[src/hdl/vec_macros.svh]
`ifndef VEC_MACROS_SVH
`define VEC_MACROS_SVH

// Stream phit geometry
`define VEC_PHIT_W      128
`define VEC_LANES       4
`define VEC_ELEM_W      32
`define VEC_KEEP_W      16

// Vector register file layout
`define VEC_NUM_COL     4   // Columns in the mux chain
`define VEC_VRF_DEPTH   8   // Phits per column

// Per-lane stream FIFOs
`define VEC_FIFO_DEPTH  16

`endif

[src/hdl/vec_pkg.sv]
`include "vec_macros.svh"

package vec_pkg;

    // Stream side
    typedef logic [`VEC_PHIT_W-1:0] phit_t;
    typedef logic [`VEC_ELEM_W-1:0] elem_t;
    typedef logic [`VEC_LANES-1:0]  lane_mask_t;  // One valid bit per lane
    typedef logic [`VEC_KEEP_W-1:0] keep_t;

    // Register file addressing
    typedef logic [$clog2(`VEC_VRF_DEPTH)-1:0] vrf_addr_t;
    typedef logic [$clog2(`VEC_NUM_COL)-1:0]   col_sel_t;

    // Stored phits, 0 up to a full file of every column
    typedef logic [$clog2(`VEC_NUM_COL * `VEC_VRF_DEPTH + 1)-1:0] word_cnt_t;

    typedef enum logic [2:0] {
        SEQ_IDLE,
        SEQ_LOAD,
        SEQ_STREAMOUT,
        SEQ_DRAIN,
        SEQ_DONE
    } seq_state_t;

endpackage

[src/hdl/vector_column.sv]
`timescale 1ns/1ps
`include "vec_macros.svh"

module vector_column #(
    parameter vec_pkg::col_sel_t COL_IDX = '0
) (
    input  logic                clk,
    input  logic                rst,
    input  logic                i_wr_en,
    input  vec_pkg::col_sel_t   i_wr_col,
    input  vec_pkg::vrf_addr_t  i_wr_addr,
    input  vec_pkg::phit_t      i_wr_data,
    input  vec_pkg::lane_mask_t i_wr_mask,
    input  logic                i_rd_en,
    input  vec_pkg::col_sel_t   i_rd_col,
    input  vec_pkg::vrf_addr_t  i_rd_addr,
    input  logic                i_rd_last,
    input  vec_pkg::phit_t      i_up_data,
    input  vec_pkg::lane_mask_t i_up_mask,
    input  logic                i_up_valid,
    input  logic                i_up_last,
    output vec_pkg::phit_t      o_dn_data,
    output vec_pkg::lane_mask_t o_dn_mask,
    output logic                o_dn_valid,
    output logic                o_dn_last
);
    import vec_pkg::*;

    elem_t [`VEC_LANES-1:0] data_mem [`VEC_VRF_DEPTH];
    lane_mask_t             mask_mem [`VEC_VRF_DEPTH];

    logic       wr_hit;
    logic       rd_hit;
    phit_t      rd_data;
    lane_mask_t rd_mask;
    logic       rd_valid;
    logic       rd_last;

    assign wr_hit = i_wr_en && (i_wr_col == COL_IDX);
    assign rd_hit = i_rd_en && (i_rd_col == COL_IDX);

    // Only kept lanes update their element, the mask is always rewritten
    always_ff @(posedge clk) begin
        if (wr_hit) begin
            mask_mem[i_wr_addr] <= i_wr_mask;
            for (int l = 0; l < `VEC_LANES; l++) begin
                if (i_wr_mask[l]) begin
                    data_mem[i_wr_addr][l] <= i_wr_data[l*`VEC_ELEM_W +: `VEC_ELEM_W];
                end
            end
        end
    end

    always_ff @(posedge clk) begin
        if (rd_hit) begin
            rd_data <= data_mem[i_rd_addr];
            rd_mask <= mask_mem[i_rd_addr];
        end
    end

    always_ff @(posedge clk) begin
        if (rst) begin
            rd_valid <= 1'b0;
            rd_last  <= 1'b0;
        end else begin
            rd_valid <= rd_hit;
            rd_last  <= rd_hit && i_rd_last;
        end
    end

    // Supplier drives its own read, otherwise pass upstream along
    assign o_dn_data  = rd_valid ? rd_data : i_up_data;
    assign o_dn_mask  = rd_valid ? rd_mask : i_up_mask;
    assign o_dn_valid = rd_valid || i_up_valid;
    assign o_dn_last  = rd_valid ? rd_last : i_up_last;

    a_no_chain_collision: assert property (@(posedge clk) disable iff (rst)
        !(rd_valid && i_up_valid))
        else $error("column %0d read collides with upstream phit", COL_IDX);

endmodule

[config.mk]
export PLATFORM = sky130hd
export DESIGN_NAME = vector_column
export DESIGN_NICKNAME = d
export VERILOG_FILES = /design/src/hdl/vec_pkg.sv /design/src/hdl/vector_column.sv
export VERILOG_INCLUDE_DIRS = /design/src /design/src/hdl
export SDC_FILE = /design/constraint.sdc
export NUM_CORES = 1
export LEC_CHECK = 0
export BUFFER_PORTS_ARGS = -buffer_cell sky130_fd_sc_hd__buf_4
export CORE_ASPECT_RATIO = 1.4
export CORE_UTILIZATION = 45
export CTS_BUF_LIST = sky130_fd_sc_hd__clkbuf_4 sky130_fd_sc_hd__clkbuf_8
export CTS_CLUSTER_SIZE = 25
export DETAILED_ROUTE_END_ITERATION = 8
export HOLD_SLACK_MARGIN = 0.12
export PLACE_DENSITY = 0.74
export SETUP_SLACK_MARGIN = 0.02
export SKIP_CTS_REPAIR_TIMING = 1
export SYNTH_ARGS = -nofsm -noshare
export SYNTH_HDL_FRONTEND = slang
export SYNTH_SLANG_ARGS = --single-unit
export TNS_END_PERCENT = 20
[constraint.sdc]
create_clock -name clk -period 12 [get_ports clk]
set_input_delay 0 -clock clk [delete_from_list [all_inputs] [get_ports clk]]
set_output_delay 0 -clock clk [all_outputs]
set_load 0.01 [all_outputs]
# Word level (Yosys, flattened, before mapping)
# Memory sizes are Yosys's and may differ from the RTL's. A register that Yosys moved wholly into a read port is not among the register bits.
# Cells that the tools add are included.
[word_totals] register_bits=2 mem_count=2 input_bits=281 mem_bits_rw=1056
[memory_table] memory="data_mem" depth=8 word_bits=128 read_ports=1 rd_ports_with_merged_regs=1 wr=1 line="vector_column.sv:29" rtl="elem_t [`VEC_LANES-1:0] data_mem [`VEC_VRF_DEPTH];"
[memory_table] memory="mask_mem" depth=8 word_bits=4 read_ports=1 rd_ports_with_merged_regs=1 wr=1 line="vector_column.sv:30" rtl="lane_mask_t mask_mem [`VEC_VRF_DEPTH];"
[classes] muxes=17 reduce_logical=6
[ops] operator="2-to-1 mux 128 bit" n=1
[ops] operator="2-to-1 mux 1 bit" n=15
[ops] operator="logical NOT 2 bit" n=2
[ops] operator="2-to-1 mux 4 bit" n=1
[ops] operator="logical AND 1 bit" n=3
[ops] operator="logical OR 1 bit" n=1

# Logic depth before layout (Yosys ltp)
# Gate-level depths: netlist of the first run.
[depth] ltp_word=4 ltp_mapped=5 depth_no_buf=2

# Worst setup path after synthesis of the first run
# OpenSTA, ideal clock, no wires.
[synth_timing] kind="input to register" from="in i_rd_col[1]" to="reg rd_data[0], read port of data_mem (enable)" arrival_ns=9.588 path_buffers=0 path_stages=1 setup_slack_ns=1.597 required_ns=11.185 setup_ns=0.815 cell_sequence="nor3b_1"
[synth_between] elab_chain_cells=2
[synth_rtl] item="start, declared" line="vector_column.sv:15" rtl="input vec_pkg::col_sel_t i_rd_col,"
[synth_rtl] item="logical NOT 2 bit" line="vector_column.sv:40" rtl="assign rd_hit = i_rd_en && (i_rd_col == COL_IDX);"
[synth_rtl] item="logical AND 1 bit" line="vector_column.sv:40"
[synth_rtl] item="end, declared" line="vector_column.sv:34" rtl="phit_t rd_data;"
# No other way between the ends.
# A chain may end at the register's enable or synchronous reset.

# Worst setup path after layout of the first run
[layout_timing] from="reg rd_valid" to="out o_dn_data[124]"
[layout_between] elab_chain_cells=1
[layout_rtl] item="start, declared" line="vector_column.sv:36" rtl="logic rd_valid;"
[layout_rtl] item="start signal, assigned" line="vector_column.sv:66" rtl="rd_valid <= rd_hit;"
[layout_rtl] item="2-to-1 mux 128 bit" line="vector_column.sv:72" rtl="assign o_dn_data = rd_valid ? rd_data : i_up_data;"
[layout_rtl] item="end, declared" line="vector_column.sv:22" rtl="output vec_pkg::phit_t o_dn_data,"
# No other way between the ends.

==> out/summary.json, run 1 <==
{
  "global_routing": {
    "globalRouteOverflowTotal": 0,
    "antenna_found_initial": 12,
    "grt_pass1_wl_mm": 139,
    "vias_in_the_first_global_route": 22466,
    "grt_max_degree": 129,
    "gr-usage-all-layers_pct": 18.6
  },
  "critical_path": {
    "critPathMaxStageDelay_ns": 0.79,
    "buffer_and_inverter_count_on_the_worst_path": 3,
    "r2r_slack_ns": 10.56,
    "crit_family": "buffers and inverters",
    "setup.worst_path.end_class": "output port",
    "timing_worst_setup_path_type": "reg2out",
    "crit_path_max_fanout": 72,
    "worst-endpoint-required_ns": 12.00,
    "critical_path.startpoint_type": "register",
    "worst_path_max_delay_cell": "buf_4",
    "timing.critical_path.cells": "buf_4 > buf_4 > mux2_2 > buf_4",
    "worst_path_most_repeated_cell": "buf_4",
    "arrival_time_at_the_worst_endpoint_ns": 3.41
  },
  "sta": {
    "max-slew-margin-rel_pct": 26.0,
    "timing.clock.skew_ns": 0.0420,
    "layout_setup_ws_ns": 8.59,
    "final_max_slew_viol_count": 0,
    "min_period_ns": 3.41,
    "final_setup_violations": 0,
    "setup_total_negative_slack_ns": 0,
    "fin_crit_sh_pct": 28.4,
    "hold-worst-slack_ns": 0.258,
    "hold_viol_final": 0,
    "fmax_mhz": 294,
    "max_slew.worst_pin.slew_ns": 1.11,
    "grt_setup_unrepaired": "false"
  },
  "yosys": {
    "synth.yosys.seq_area_share_pct": 77.5,
    "synthCells": 1869,
    "synth_cell_type_count": 23,
    "synthesis.area_mm2": 0.0461,
    "avgSynthCellArea_um2": 24.7,
    "synth_area_leaders": "edfxtp_1 77%, mux4_1 7.5%, mux4_2 6.5%",
    "flip_flop_and_latch_count_after_synthesis": 1190,
    "netlist.area_leader.share_pct": 77.4,
    "synth_top_area_cell": "edfxtp_1",
    "synth.net_count": 2150,
    "synth.yosys.warnings": 0
  },
  "die": {
    "core-area_mm2": 0.101,
    "dieHeight_um": 381,
    "fp.dieArea_mm2": 0.104,
    "die-width_um": 273,
    "initial_utilization_pct": 45.5,
    "num_rows": 138,
    "floorplan.io_pins": 415
  },
  "drt": {
    "routed_wl_mm": 97.3,
    "ant_nets": 0,
    "post-route-drc-count": 0,
    "dr.pass1.iters": 7,
    "via_count": 22054,
    "drt_iter0_markers": 1421,
    "viasPerCell": 5.32,
    "wire_per_inst_um": 23.5
  },
  "power_and_ir_drop": {
    "power_density_mw_per_mm2": 146,
    "cellLeakagePower_nw": 19.2,
    "peakVddDrop_v": 0.0000888
  },
  "clock_network": {
    "clock_latency_ns": 0.85,
    "cts.reportedPaths.clkPinSlew_ns": 0.07,
    "tritoncts": "built",
    "cts-root-buf": "clkbuf_8",
    "clock_tree.htree_level_count": 4,
    "buffer_levels_on_the_longest_clock_path": 3,
    "numClockSinks": 1190,
    "tritoncts.num_buffers": 167
  },
  "final_layout": {
    "area_growth_syn_to_layout_pct": 23.5,
    "final_util_pct": 56.2,
    "design.final.nets": 2963,
    "fraction_of_final_layout_cells_sized_beyond_drive_strength_1_pct": 41.3,
    "count_of_placed_standard_cells_in_the_final_layout_fillers_left_out": 4145
  },
  "placed_design": {
    "place_ws_ns": 8.35,
    "gpl.final_weighted_congestion": 0.683,
    "place.detailed.instances": 3561,
    "place_hpwl_mm": 52.4,
    "numPortBuffers": 414
  },
  "outcome": {
    "run_status": "completed"
  },
  "flow_run": {
    "maxCapViolCount": 0
  },
  "min_path": {
    "hold_path.class": "in2out"
  }
}
worst min-delay path, cell delays in order:
cell	delay, ns
buf_4	0.07
or2_2	0.08
buf_4	0.10
flip-flops by register name, indices dropped and copies added, names as in the netlist:
register / flops
rd_last: 1
data_mem: 1024
mask_mem: 32
rd_data: 128
rd_mask: 4
rd_valid: 1
cell usage after synthesis, drive strengths merged:
cell,number
nand4bb,1
buf,56
nor4b,1
mux2,265
nand2b,2
nand2,1
or4b,1
or2,1
nor3b,1
dfxtp,2
clkbuf,41
nor2,6
inv,4
edfxtp,1188
mux4,264
nor3,26
nor4,8
and2,1
power breakdown:
part	leakage [nW]	switching (W)	internal, W
Clock	1.77	0.00148	0.00168
Combinational	6.72	0.000218	0.000291
Sequential	10.7	0.00000982	0.00461
worst paths after layout:
kind / from / end / depth (start not counted)
max: rd_valid$_SDFF_PP0_ / o_dn_data[124] / 4
min: i_up_valid / o_dn_valid / 3
max reg2reg: data_mem[1][44]$_DFFE_PP_ / rd_data[44]$_DFFE_PP_ / 2
min reg2reg: data_mem[0][22]$_DFFE_PP_ / rd_data[22]$_DFFE_PP_ / 2
cells by family after synthesis:
kind of cell / after synthesis / synth area share (%)
mux: 529 / 20.4
flops: 1190 / 77.5
buf+inv: 101 / 1.52
simple gates: 49 / 0.583
through the flow:
step                power [W]  area, µm²
floorplan             0.00495      46100
global placement      0.00513      50700
detailed placement    0.00515      50700
CTS                   0.00831      54100
global route          0.00858      56900
finish                0.00829      56900
metal layers:
layer	vias up	GRT usage [%]	routed length, µm	part of all wire [%]
met4	8	6.53	2010	2.1
met5	-	0	54	0.055
li1	9749	-	-	-
met2	669	32.2	51500	53
met1	11472	22.5	38600	40
met3	156	4.55	5080	5.2
cells in the final DEF, fill, tap and decap left out, drive strengths merged:
cell type    netlist  layout
edfxtp          1188    1188
buf               56     459
dlygate4sd3        0     282
mux2             265     265
mux4             264     264
clkbuf            41     211
clkinv             0      62
nor3              26      26
inv                4      11
bufinv             0      10
nor4               8       8
diode              0       6
nor2               6       6
clkinvlp           0       6
nand2b             2       2
dfxtp              2       2
nand4bb            1       1
nand2              1       1
or4b               1       1
or2                1       1
nor3b              1       1
nor4b              1       1
and2               1       1
cell type report:
cell class,count,area (µm²)
timing repair buffer,741,6300
clock buffer,211,2650
sequential,1190,35700
inverter,4,15.0
fill,7391,44400
antenna,6,15.0
tap,1330,1660
multi-input combinational,578,9870
clock inverter,85,713
Power figures use the tool's default switching activity.
==> run 2: changes to the inputs <==
Settings changed: ABC_AREA set to 1.
Clock period 12 ns to 3.4 ns, I/O delays scaled along.
==> out/summary.json, run 2 <==
{
  "sta": {
    "max-slew-margin-rel_pct": 33.7,
    "final_setup_violations": 0,
    "setup_total_negative_slack_ns": 0,
    "hold_viol_final": 0,
    "final_max_slew_viol_count": 0,
    "min_period_ns": 2.57,
    "fin_crit_sh_pct": 75.5,
    "grt_setup_unrepaired": "false",
    "fmax_mhz": 390,
    "timing.clock.skew_ns": 0.0267,
    "max_slew.worst_pin.slew_ns": 0.994
  },
  "yosys": {
    "avgSynthCellArea_um2": 10.0,
    "synth_area_leaders": "edfxtp_1 69%, nand2_1 15%, inv_1 7.7%",
    "synth-async-reset-ratio_pct": 0,
    "synth.yosys.warnings": 0,
    "netlist.area_leader.share_pct": 68.6,
    "synth.net_count": 5482,
    "synth.most_common_cell": "nand2_1",
    "synth-edff-count": 1188,
    "netlist_top_cells_count": "2129 x nand2_1, 1188 x edfxtp_1, 1071 x inv_1",
    "synth_top_area_cell": "edfxtp_1",
    "synth.yosys.seq_area_share_pct": 68.7,
    "synth_ff_type": "edfxtp_1",
    "synth_cell_type_count": 15,
    "synthCells": 5201,
    "synthesis.area_mm2": 0.0520,
    "flip_flop_and_latch_count_after_synthesis": 1190
  },
  "die": {
    "fp.dieArea_mm2": 0.117,
    "dieHeight_um": 404,
    "core-area_mm2": 0.115,
    "floorplan.io_pins": 415,
    "num_rows": 147,
    "die-width_um": 289,
    "initial_utilization_pct": 45.4
  },
  "final_layout": {
    "fillCellCount": 9465,
    "combined_flip_flop_and_latch_cell_area_mm2": 0.0357,
    "multiInputGateArea_mm2": 0.0111,
    "final_util_pct": 54.8,
    "largest_register_ffs": 1024,
    "layout_common_cells": "2129 x nand2_1, 1188 x edfxtp_1, 1069 x inv_1",
    "registers.top_by_ff_count": "data_mem",
    "design.final.nets": 6182,
    "fraction_of_final_layout_cells_sized_beyond_drive_strength_1_pct": 13.1,
    "mostFrequentLayoutCell": "nand2_1",
    "area_growth_syn_to_layout_pct": 20.6,
    "largest_registers": "data_mem (1024), rd_data (128), mask_mem (32)"
  },
  "critical_path": {
    "reg2reg_depth": 7,
    "cp-endpoint": "o_dn_data[72]",
    "crit_path_max_fanout": 56,
    "critical_path_depth": 5,
    "setup.worst_path.end_class": "output port",
    "timing_worst_setup_path_type": "reg2out",
    "crit_family": "buffers and inverters",
    "worst_path_max_delay_cell": "buf_4",
    "critical_path.startpoint_type": "register",
    "critPathMaxStageDelay_ns": 0.52,
    "timing.critical_path.cells": "inv_4 > buf_4 > nand2_1 > nand2_1 > buf_4",
    "r2r_end": "rd_data[39]$_DFFE_PP_",
    "r2r_slack_ns": 1.87,
    "arrival_time_at_the_worst_endpoint_ns": 2.57,
    "worst-endpoint-required_ns": 3.40,
    "buffer_and_inverter_count_on_the_worst_path": 3,
    "rr_startpoint": "data_mem[5][39]$_DFFE_PP_",
    "startpoint": "rd_valid$_SDFF_PP0_"
  },
  "drt": {
    "ant_nets": 0,
    "post-route-drc-count": 0,
    "routed_wl_mm": 122,
    "viasPerCell": 4.79,
    "via_count": 36065,
    "wire_per_inst_um": 16.2,
    "dr.pass1.iters": 6,
    "drt_iter0_markers": 2405
  },
  "outcome": {
    "run_status": "completed"
  },
  "clock_network": {
    "clock_tree.htree_level_count": 4,
    "cts-root-buf": "clkbuf_8",
    "clock_latency_ns": 0.85,
    "numClockSinks": 1190,
    "tritoncts": "built",
    "tritoncts.num_buffers": 174,
    "cts.reportedPaths.clkPinSlew_ns": 0.07,
    "buffer_levels_on_the_longest_clock_path": 3
  },
  "power_and_ir_drop": {
    "peakVddDrop_v": 0.000353,
    "cellLeakagePower_nw": 28.7,
    "power_density_mw_per_mm2": 476
  },
  "global_routing": {
    "grt_max_degree": 183,
    "antenna_found_initial": 13,
    "grt_pass1_wl_mm": 183,
    "globalRouteOverflowTotal": 0,
    "vias_in_the_first_global_route": 34631,
    "gr-usage-all-layers_pct": 20.4
  },
  "min_path": {
    "hold_path.class": "in2reg",
    "worstHoldStart": "i_wr_addr[2]"
  },
  "placed_design": {
    "gpl.final_weighted_congestion": 0.783,
    "place_hpwl_mm": 67.5,
    "numPortBuffers": 414
  },
  "flow_run": {
    "maxCapViolCount": 0
  }
}
-- run 2: changes by cell type after synthesis, moves of 11 or more --
cell,before,now
buf_8,14,1
nand3_1,0,531
mux4_1,131,0
nor2_1,6,43
mux4_2,133,0
clkbuf_1,41,30
buf_2,13,125
nor3_1,26,0
nand2_1,1,2129
buf_6,13,44
inv_1,4,1071
mux2_2,265,0
buf_4,0,22
-- run 2: per-layer routing --
metal	track usage (%)	up-vias	part of all wire [%]	routed length, µm
met2	37.4	1108	52	63900
li1	-	17613	-	-
met5	0	-	0.066	80
met1	22.9	17049	39	47200
met3	4.52	283	5.8	7030
met4	7.66	12	3.0	3640
-- run 2: power breakdown --
part           switching [W]  internal [W]  leakage, nW
Clock                0.00534       0.00591         1.79
Sequential         0.0000434        0.0163         10.7
Combinational        0.00134      0.000921         16.2
Total                0.00672        0.0231         28.7
-- run 2: worst min-delay path by stage --
| stage | slack, ns | depth (start not counted) | to |
|---|---|---|---|
| 6_report | 0.13 | 6 | mask_mem[0][1]$_DFFE_PP_ |
| 5_1_grt | 0.14 | 6 | mask_mem[0][1]$_DFFE_PP_ |
| 4_1_cts | -0.82 | 2 | rd_valid$_SDFF_PP0_ |
| 3_5_place_dp | 0.16 | 2 | rd_valid$_SDFF_PP0_ |
| 3_3_place_gp | 0.16 | 2 | rd_valid$_SDFF_PP0_ |
| 2_1_floorplan | 0.07 | 1 | rd_last$_SDFF_PP0_ |
-- run 2: cell type report --
class	count	share of cell area [%]
flip-flops and latches	1190	56.9
repair buffers	757	10.6
inverters	1074	6.48
diodes	7	0.0279
well taps	1490	2.97
clock buffers	236	4.61
clock inverters	75	0.794
multi-input cells	2704	17.6
-- run 2: per-stage QoR --
step | cell area (µm²) | hold WS [ns] | instances | setup slack, ns | total power (W)
after CTS | 59900 | -0.817 | 7245 | 0.674 | 0.0299
after global placement | 56500 | 0.163 | 6934 | 0.966 | 0.0186
after global routing | 62700 | 0.141 | 7530 | 0.519 | 0.0310
after floorplan | 52000 | 0.0720 | 5201 | 0.193 | 0.0178
after detailed placement | 56500 | 0.163 | 6934 | 1.02 | 0.0187
final | 62700 | 0.127 | 7533 | 0.833 | 0.0299
-- run 2: cell families (layout without fill, tap and decap cells) --
logic type,after synthesis,in the layout,synth area share (%)
other,0,7,0
buffers and inverters,1307,2142,10.6
DFF,1190,1190,68.7
and+or+nand+nor,2704,2704,20.8
-- run 2: worst min-delay path, cell delays in order --
cell     delay (ns)
buf_4          0.08
inv_1          0.06
nand2_1        0.06
inv_1          0.05
nand2_1        0.33
inv_1          0.19
